File: config.mk
export PLATFORM = sky130hd
export DESIGN_NAME = boot_loader_top
export DESIGN_NICKNAME = d
export VERILOG_FILES = /design/src/logic/boot_pkg.sv /design/src/logic/spi_flash_reader.sv /design/src/logic/boot_word_packer.sv /design/src/logic/uart_status_tx.sv /design/src/logic/boot_loader_top.sv
export SDC_FILE = /design/constraint.sdc
export NUM_CORES = 1
export LEC_CHECK = 0
export BUFFER_PORTS_ARGS = -buffer_cell sky130_fd_sc_hd__buf_2
export CAP_MARGIN = 10
export CORE_MARGIN = 2
export CORE_UTILIZATION = 60
export CTS_CLUSTER_SIZE = 10
export DETAILED_ROUTE_END_ITERATION = 6
export PLACE_DENSITY = 0.76
export SETUP_SLACK_MARGIN = 0.05
export SLEW_MARGIN = 20
export SYNTH_ARGS = -nofsm -noshare
export SYNTH_HDL_FRONTEND = slang
export SYNTH_SLANG_ARGS = --single-unit
File: constraint.sdc
create_clock -name clk -period 7.2 [get_ports clk]
set_input_delay 1.44 -clock clk [delete_from_list [all_inputs] [get_ports clk]]
set_output_delay 1.44 -clock clk [all_outputs]
set_load 0.1 [all_outputs]
File: src/logic/boot_pkg.sv
`default_nettype none

package boot_pkg;

   typedef logic [23:0] flash_addr_t;   // Flash byte address
   typedef logic [15:0] mem_addr_t;     // Memory word address
   typedef logic [31:0] word_t;         // Data word or checksum
   typedef logic [7:0]  byte_t;
   typedef logic [15:0] word_count_t;   // Words per load

   typedef enum logic [1:0] {
      SPI_IDLE,
      SPI_COMMAND,                      // Command and address out
      SPI_RECEIVE,                      // Data bytes in
      SPI_FINISH                        // Release chip select
   } spi_state_t;

   typedef enum logic [1:0] {
      UART_IDLE,
      UART_START,
      UART_DATA,
      UART_STOP
   } uart_state_t;

   // Standard serial NOR read
   localparam byte_t FLASH_READ_CMD = 8'h03;

   // Boot image location in flash
   localparam flash_addr_t BOOT_FLASH_BASE = 24'h01_0000;

   localparam int unsigned SCK_HALF_CLKS = 2;       // clk cycles per SCK half period
   localparam int unsigned UART_CLKS_PER_BIT = 8;   // clk cycles per serial bit

endpackage

`default_nettype wire

File: src/logic/spi_flash_reader.sv
`timescale 1ns/1ps
`default_nettype none

module spi_flash_reader (
   input  wire                  clk,
   input  wire                  arst_n,
   input  wire                  start,
   input  boot_pkg::word_count_t word_count,
   input  wire                  spi_miso,
   output logic                 spi_sck,
   output logic                 spi_cs_n,
   output logic                 spi_mosi,
   output logic                 byte_valid,
   output boot_pkg::byte_t      rx_byte,
   output logic                 load_end
);

   import boot_pkg::*;

   spi_state_t  state;
   logic [3:0]  div_cnt;          // SCK half period divider
   logic        sck_tick;
   logic        sample_miso;
   logic [4:0]  bit_cnt;
   logic [31:0] cmd_shift;        // Command then address, MSB first
   logic [17:0] bytes_left;
   logic [6:0]  rx_shift;

   assign sck_tick    = (div_cnt == 4'(SCK_HALF_CLKS - 1));
   assign sample_miso = (state == SPI_RECEIVE) && sck_tick && !spi_sck;   // Rising SCK
   assign spi_mosi    = cmd_shift[31];

   always_ff @(posedge clk or negedge arst_n) begin
      if (!arst_n) begin
         state      <= SPI_IDLE;
         spi_sck    <= 1'b0;
         spi_cs_n   <= 1'b1;
         div_cnt    <= '0;
         bit_cnt    <= '0;
         cmd_shift  <= '0;
         bytes_left <= '0;
         byte_valid <= 1'b0;
         load_end   <= 1'b0;
      end else begin
         byte_valid <= 1'b0;
         load_end   <= 1'b0;

         if (state == SPI_COMMAND || state == SPI_RECEIVE) begin
            div_cnt <= sck_tick ? 4'd0 : div_cnt + 4'd1;
         end else begin
            div_cnt <= '0;
         end

         case (state)
            SPI_IDLE: begin
               if (start) begin
                  if (word_count == '0) begin
                     load_end <= 1'b1;                        // Empty load, flash untouched
                  end else begin
                     state      <= SPI_COMMAND;
                     spi_cs_n   <= 1'b0;
                     cmd_shift  <= {FLASH_READ_CMD, BOOT_FLASH_BASE};
                     bit_cnt    <= '0;
                     bytes_left <= {word_count, 2'b00};    // Four bytes per word
                  end
               end
            end

            SPI_COMMAND: begin
               if (sck_tick) begin
                  spi_sck <= ~spi_sck;
                  if (!spi_sck) begin
                     bit_cnt <= bit_cnt + 5'd1;
                  end else begin
                     cmd_shift <= {cmd_shift[30:0], 1'b0};  // Next bit on falling SCK
                     if (bit_cnt == '0) begin
                        state <= SPI_RECEIVE;                // All 32 bits sent
                     end
                  end
               end
            end

            SPI_RECEIVE: begin
               if (sck_tick) begin
                  spi_sck <= ~spi_sck;
                  if (!spi_sck) begin
                     bit_cnt <= bit_cnt + 5'd1;
                     if (bit_cnt[2:0] == 3'd7) begin
                        byte_valid <= 1'b1;
                        bytes_left <= bytes_left - 18'd1;
                     end
                  end else if (bytes_left == '0) begin
                     state <= SPI_FINISH;                    // SCK back low
                  end
               end
            end

            SPI_FINISH: begin
               spi_cs_n <= 1'b1;
               load_end <= 1'b1;
               state    <= SPI_IDLE;
            end

            default: state <= SPI_IDLE;
         endcase
      end
   end

   // Receive shifter, MSB first
   always_ff @(posedge clk) begin
      if (sample_miso) begin
         rx_shift <= {rx_shift[5:0], spi_miso};
         if (bit_cnt[2:0] == 3'd7) begin
            rx_byte <= {rx_shift, spi_miso};
         end
      end
   end

endmodule

`default_nettype wire

File: src/logic/boot_word_packer.sv
`timescale 1ns/1ps
`default_nettype none

module boot_word_packer (
   input  wire                clk,
   input  wire                arst_n,
   input  wire                start,
   input  wire                byte_valid,
   input  boot_pkg::byte_t    rx_byte,
   input  wire                load_end,
   output logic               mem_we,
   output boot_pkg::mem_addr_t mem_addr,
   output boot_pkg::word_t    mem_wdata,
   output logic               sum_valid,
   output boot_pkg::word_t    checksum
);

   import boot_pkg::*;

   logic        loading;          // Between accepted start and load_end
   logic        new_load;
   logic [1:0]  lane;             // Byte position in current word
   logic        word_done;
   mem_addr_t   wr_ptr;
   logic [23:0] word_lo;          // Bytes 0 to 2 of current word
   word_t       full_word;

   assign new_load  = start && !loading;
   assign word_done = byte_valid && (lane == 2'd3);
   assign full_word = {rx_byte, word_lo};   // Little-endian, last byte on top

   always_ff @(posedge clk or negedge arst_n) begin
      if (!arst_n) begin
         loading   <= 1'b0;
         lane      <= '0;
         wr_ptr    <= '0;
         mem_addr  <= '0;
         mem_we    <= 1'b0;
         sum_valid <= 1'b0;
      end else begin
         mem_we    <= word_done;
         sum_valid <= load_end;
         if (new_load) begin
            loading  <= 1'b1;
            lane     <= '0;
            wr_ptr   <= '0;
            mem_addr <= '0;
         end else begin
            if (load_end) begin
               loading <= 1'b0;
            end
            if (byte_valid) begin
               lane <= lane + 2'd1;
            end
            if (word_done) begin
               mem_addr <= wr_ptr;
               wr_ptr   <= wr_ptr + 16'd1;
            end
         end
      end
   end

   always_ff @(posedge clk) begin
      if (new_load) begin
         checksum <= '0;
      end else if (word_done) begin
         checksum <= checksum ^ full_word;   // Fold in each written word
      end
      if (byte_valid) begin
         case (lane)
            2'd0:    word_lo[7:0]   <= rx_byte;
            2'd1:    word_lo[15:8]  <= rx_byte;
            2'd2:    word_lo[23:16] <= rx_byte;
            default: mem_wdata      <= full_word;
         endcase
      end
   end

endmodule

`default_nettype wire

File: src/logic/uart_status_tx.sv
`timescale 1ns/1ps
`default_nettype none

module uart_status_tx (
   input  wire             clk,
   input  wire             arst_n,
   input  wire             start,
   input  wire             sum_valid,
   input  boot_pkg::word_t checksum,
   output logic            uart_tx,
   output logic            busy,
   output logic            done
);

   import boot_pkg::*;

   uart_state_t state;
   logic [3:0]  bit_timer;
   logic        bit_end;
   logic [2:0]  bit_idx;
   logic [1:0]  byte_idx;
   logic        load_word;
   logic        shift_word;
   word_t       tx_word;          // Shifted right, LSB goes out next

   assign bit_end    = (bit_timer == 4'(UART_CLKS_PER_BIT - 1));
   assign load_word  = (state == UART_IDLE) && sum_valid;
   assign shift_word = bit_end && (state == UART_START ||
                       (state == UART_DATA && bit_idx != 3'd7));

   always_ff @(posedge clk or negedge arst_n) begin
      if (!arst_n) begin
         state     <= UART_IDLE;
         bit_timer <= '0;
         bit_idx   <= '0;
         byte_idx  <= '0;
         uart_tx   <= 1'b1;
         busy      <= 1'b0;
         done      <= 1'b0;
      end else begin
         done <= 1'b0;
         if (start) begin
            busy <= 1'b1;
         end

         if (state == UART_IDLE || bit_end) begin
            bit_timer <= '0;
         end else begin
            bit_timer <= bit_timer + 4'd1;
         end

         case (state)
            UART_IDLE: begin
               if (sum_valid) begin
                  state    <= UART_START;
                  byte_idx <= '0;
                  uart_tx  <= 1'b0;
               end
            end

            UART_START: begin
               if (bit_end) begin
                  state   <= UART_DATA;
                  bit_idx <= '0;
                  uart_tx <= tx_word[0];
               end
            end

            UART_DATA: begin
               if (bit_end) begin
                  if (bit_idx == 3'd7) begin
                     state   <= UART_STOP;
                     uart_tx <= 1'b1;
                  end else begin
                     bit_idx <= bit_idx + 3'd1;
                     uart_tx <= tx_word[0];
                  end
               end
            end

            UART_STOP: begin
               if (bit_end) begin
                  if (byte_idx == 2'd3) begin
                     state <= UART_IDLE;
                     done  <= 1'b1;
                     busy  <= 1'b0;                  // Sequence complete
                  end else begin
                     state    <= UART_START;
                     byte_idx <= byte_idx + 2'd1;
                     uart_tx  <= 1'b0;
                  end
               end
            end

            default: state <= UART_IDLE;
         endcase
      end
   end

   always_ff @(posedge clk) begin
      if (load_word) begin
         tx_word <= checksum;
      end else if (shift_word) begin
         tx_word <= {1'b0, tx_word[31:1]};
      end
   end

endmodule

`default_nettype wire

File: src/logic/boot_loader_top.sv
`timescale 1ns/1ps
`default_nettype none

module boot_loader_top (
   input  wire                   clk,
   input  wire                   arst_n,
   input  wire                   start,
   input  boot_pkg::word_count_t word_count,
   output logic                  spi_sck,
   output logic                  spi_cs_n,
   output logic                  spi_mosi,
   input  wire                   spi_miso,
   output logic                  mem_we,
   output boot_pkg::mem_addr_t   mem_addr,
   output boot_pkg::word_t       mem_wdata,
   output logic                  busy,
   output logic                  done,
   output logic                  uart_tx
);

   import boot_pkg::*;

   logic  byte_valid;
   byte_t rx_byte;
   logic  load_end;
   logic  sum_valid;
   word_t checksum;

   spi_flash_reader i_reader (
      .clk        (clk),
      .arst_n     (arst_n),
      .start      (start),
      .word_count (word_count),
      .spi_miso   (spi_miso),
      .spi_sck    (spi_sck),
      .spi_cs_n   (spi_cs_n),
      .spi_mosi   (spi_mosi),
      .byte_valid (byte_valid),
      .rx_byte    (rx_byte),
      .load_end   (load_end)
   );

   boot_word_packer i_packer (
      .clk        (clk),
      .arst_n     (arst_n),
      .start      (start),
      .byte_valid (byte_valid),
      .rx_byte    (rx_byte),
      .load_end   (load_end),
      .mem_we     (mem_we),
      .mem_addr   (mem_addr),
      .mem_wdata  (mem_wdata),
      .sum_valid  (sum_valid),
      .checksum   (checksum)
   );

   uart_status_tx i_status (
      .clk        (clk),
      .arst_n     (arst_n),
      .start      (start),
      .sum_valid  (sum_valid),
      .checksum   (checksum),
      .uart_tx    (uart_tx),
      .busy       (busy),
      .done       (done)
   );

endmodule

`default_nettype wire

==> results.md <==
Routing:
- The ratio of routed vias to standard cells is 5.60.
- Across all layers, the routed design uses 6528 vias.
- The detailed router's first-iteration violation count is 465.
- Before antenna repair, the detailed router went through 5 iterations.
- The DRC violation count after routing is 0.
- The average wire length per cell after detail routing is 16.0 um.
- For this block, the routed nets add up to 18.7 mm of wire.
- The antenna violation net count after detailed routing is 0.

Status:
- The run finished with clean final reports.

Yosys:
- In this run, synthesis produced a sequential element count of 235.
- The proportion of register bits with asynchronous set or reset after synthesis is 42.6%.
- Of all cell types, the one taking the most synthesized area is sky130_fd_sc_hd__edfxtp_1.
- The synthesized netlist cell count is 856.
- By instance count, the leading cell after synthesis is sky130_fd_sc_hd__nand2_1.
- The most used flip-flop cell after synthesis is sky130_fd_sc_hd__edfxtp_1.
- The portion of synthesized cell area occupied by the leading cell type is 30.8%.
- By area the synthesized netlist is led by sky130_fd_sc_hd__edfxtp_1 (31%), sky130_fd_sc_hd__dfrtp_1 (24%), sky130_fd_sc_hd__dfxtp_1 (6.4%), sky130_fd_sc_hd__nand2_1 (4.6%), sky130_fd_sc_hd__mux2_2 (3.7%).
- Yosys mapped a number of flops with a built-in enable equal to 103.
- The share of the Yosys chip area taken by registers is 62.2%.
- The total standard cell area after synthesis is 10000 sq um.
- The distinct cell type count of the synthesized netlist is 67.
- During synthesis, Yosys emitted a total of 0 warnings.
- After synthesis, the most frequently instantiated cells are sky130_fd_sc_hd__nand2_1 (124), sky130_fd_sc_hd__edfxtp_1 (103), sky130_fd_sc_hd__dfrtp_1 (98).
- The synthesized area per cell is 11.7 sq um.
- The synthesized netlist net count is 900.

Die:
- The standard-cell row count is 47.
- For this configuration, the core starts out at a cell density of 60.9%.
- The number of top-level pins is 75.
- In this run the vertical extent of the chip is 133 um.
- The die covers 17800 sq um.
- The die boundary width is 133 um.
- The region available for standard cell placement spans 16500 sq um.

Cells and area:
- Summing all multi-input logic gate instances after layout gives 3550 sq um.
- The area used by sequential logic in the layout is 6240 sq um.
- The fraction of layout cells with a size suffix above 1 is 16.9%.
- The growth of design area from synthesis to finish is 13.0%.
- The number of antenna repair diodes is 0.
- The share of the core filled with cells is 68.8%.
- The final-stage net count is 969.
- Fill cells in the final layout number 1186.
- With fillers left out, the area of the finished cells amounts to 11300 sq um.

Timing:
- For the pin with the worst max-slew slack, the measured transition is 0.951 ns.
- The portion of the clock cycle consumed by the worst path in the final layout is 42.9%.
- On the final layout, the worst clock skew is 0.00782 ns.
- Setup repair after global routing left no endpoint under its margin.
- The worst pin sits at a relative slew slack of 36.4%.
- The total count of max-transition violations in the final report is 0.
- The highest achievable clock rate is 0.324 GHz.
- The setup TNS after final layout is 0 ns.
- The clock period minus worst slack is 3.09 ns.
- The count of endpoints failing hold in the final timing report is 0.
- Setup violations remaining at the end of the flow were counted as 0.

Power and ir drop:
- Summed over all cells, the static leakage comes to 0.00442 uW.
- The maximum ir drop on the vdd rail is 0.185 mV.
- Power spread over the standard cell area amounts to 245 nW/um^2.

Worst setup path:
- At the worst endpoint, the arrival time is 3.49 ns.
- The worst setup path is captured at a register.
- The worst register-to-register path has a depth of 7.
- The largest fanout of any net on the critical path is 13.
- The origin of the critical flop-to-flop path is i_reader.state[0].
- The kind of launch point of the worst setup path is an input pin.
- Setup slack on the worst reg-to-reg path comes out at 4.60 ns.
- The critical setup path kind is in2reg.
- The endpoint of the worst register-to-register path is i_reader.cmd_shift[22].
- STA puts the critical path data required time at 7.60 ns.

Clock network:
- Clock latency on the worst-skew pair, taken at its later pin, is 0.53 ns.
- The number of buffers added by the clock tree synthesis step is 27.
- The clock edge transition at the registers on the reported setup and hold paths is 0.05 ns.
- The post-cts resize count is 0.
- The clock tree from TritonCTS is done.
- Counting every sink on the clock net gives 235.
- In this run, post-CTS hold repair placed 0 buffers.
- The number of setup buffers added after CTS is 0.
- The clock root buffer is sky130_fd_sc_hd__clkbuf_16.
- In this run the number of H-tree levels came out at 1.
- The maximum clock path buffer count is 3.

Place:
- The routability congestion estimate from global placement is 0.812.
- The detailed placement HPWL is 11.5 mm.
- The area of placed instances is 10600 sq um.
- The count of buffers added on input and output ports is 74.

Min path:
- Counting instances, the worst hold path has a depth of 0.
- The path class of the tightest hold or removal check is reg2reg.
- The hold path startpoint is i_reader.load_end.
- The worst min-delay path endpoint is i_packer.sum_valid.

GRT:
- The total routing resource utilization after global routing is 21.5%.
- After global routing the overflow that remains totals 0.
- Entering global routing, the biggest net connects 85 pins.
- The initial antenna violation count came to 0.
- The via count of the first global-routing pass is 6256.
- The first global-routing pass estimated 31.2 mm of wire.

Run:
- The max capacitance violation total is 0.
-- state kept, by name, indices dropped and copies added, names as in the netlist, 3 cells and up --
register,flops
i_reader.rx_byte,8
i_reader.div_cnt,4
i_status.bit_idx,3
i_status.bit_timer,4
i_reader.rx_shift,7
i_packer.wr_ptr,16
i_reader.cmd_shift,16
i_reader.bit_cnt,5
i_status.tx_word,32
i_packer.mem_addr,16
i_packer.word_lo,24
i_packer.mem_wdata,32
i_reader.bytes_left,18
i_packer.checksum,32
-- routing by layer --
| layer | wire, um | share of wire [%] | vias to the layer above | track usage, % |
|---|---|---|---|---|
| met3 | 797 | 4.3 | 33 | 3.16 |
| met2 | 9060 | 48 | 165 | 35.0 |
| met1 | 8460 | 45 | 3154 | 30.8 |
| met5 | 0 | 0 | - | 0 |
| li1 | - | - | 3176 | - |
| met4 | 383 | 2.0 | 0 | 5.79 |
-- logic make-up after synthesis --
group                    share of synthesized area (%)
AO/OA/AOI/OAI                                     9.53
XOR/XNOR                                          4.19
adder cells (fa/ha/maj)                           2.99
buffers and inverters                             2.53
flip-flops                                        62.2
multiplexers                                      4.32
AND/OR/NAND/NOR                                   14.2
-- placed cells by master (no fill, tap or decap), drive strengths merged, types with 3 or more instances in the layout --
master	netlist	routed
nand2	124	124
edfxtp	103	103
dfrtp	98	98
buf	13	80
nor2	69	69
a21oi	50	50
clkbuf	27	49
o21ai	42	42
nand3	41	41
xor2	35	35
mux2	34	34
dfxtp	32	32
ha	24	24
inv	19	21
xnor2	13	13
nor3	12	12
nor4	10	10
nand2b	8	8
or3	7	7
o22ai	6	6
a22o	6	6
and3	5	5
o311ai	5	5
o221ai	5	5
mux2i	5	5
o211ai	5	5
nor2b	5	5
o21a	4	4
and2	4	4
nand4	4	4
nor4b	4	4
o31ai	3	3
o31a	3	3
nand3b	3	3
or2	3	3
a2bb2oi	3	3
-- power breakdown --
group	switching [uW]	internal, uW
Combinational	90.3	28.9
Sequential	23.1	1420
Clock	503	707
-- cell type report --
type / instances / area share (%)
clock buffer: 49 / 6.69
inverter: 21 / 0.695
clock inverter: 1 / 0.177
tap: 220 / 2.43
multi-input combinational: 560 / 31.3
sequential: 235 / 55.0
timing repair buffer: 80 / 3.69
-- worst max-delay path by stage --
stage	start	endpoint	slack, ns	cells past startpoint
4_1_cts	word_count[5]	i_reader.cmd_shift[22]	4.08	6
2_1_floorplan	i_status.bit_idx[0]	i_status.tx_word[0]	3.47	5
6_report	word_count[5]	i_reader.cmd_shift[22]	4.11	6
3_5_place_dp	word_count[5]	i_reader.cmd_shift[22]	3.52	6
3_3_place_gp	word_count[5]	i_reader.cmd_shift[22]	3.63	6
5_1_grt	word_count[5]	i_reader.cmd_shift[22]	3.95	6
-- worst max-delay path: stages --
cell and delay (ns):
sky130_fd_sc_hd__buf_2 0.11, sky130_fd_sc_hd__nor4_1 0.63, sky130_fd_sc_hd__nand4_4 0.23, sky130_fd_sc_hd__o211ai_1 0.82, sky130_fd_sc_hd__nand2_1 0.14, sky130_fd_sc_hd__o311ai_0 0.13
-- per-stage QoR --
step | power (uW) | hold WS (ns) | setup slack, ns | instances
floorplan | 1550 | 0.354 | 3.47 | 856
global placement | 1580 | 0.359 | 3.63 | 1116
detailed placement | 1590 | 0.363 | 3.52 | 1116
finish | 2770 | 0.371 | 4.11 | 1166
CTS | 2790 | 0.373 | 4.08 | 1166
global route | 2860 | 0.380 | 3.95 | 1166
No activity file was read; power rests on OpenSTA's default activity.
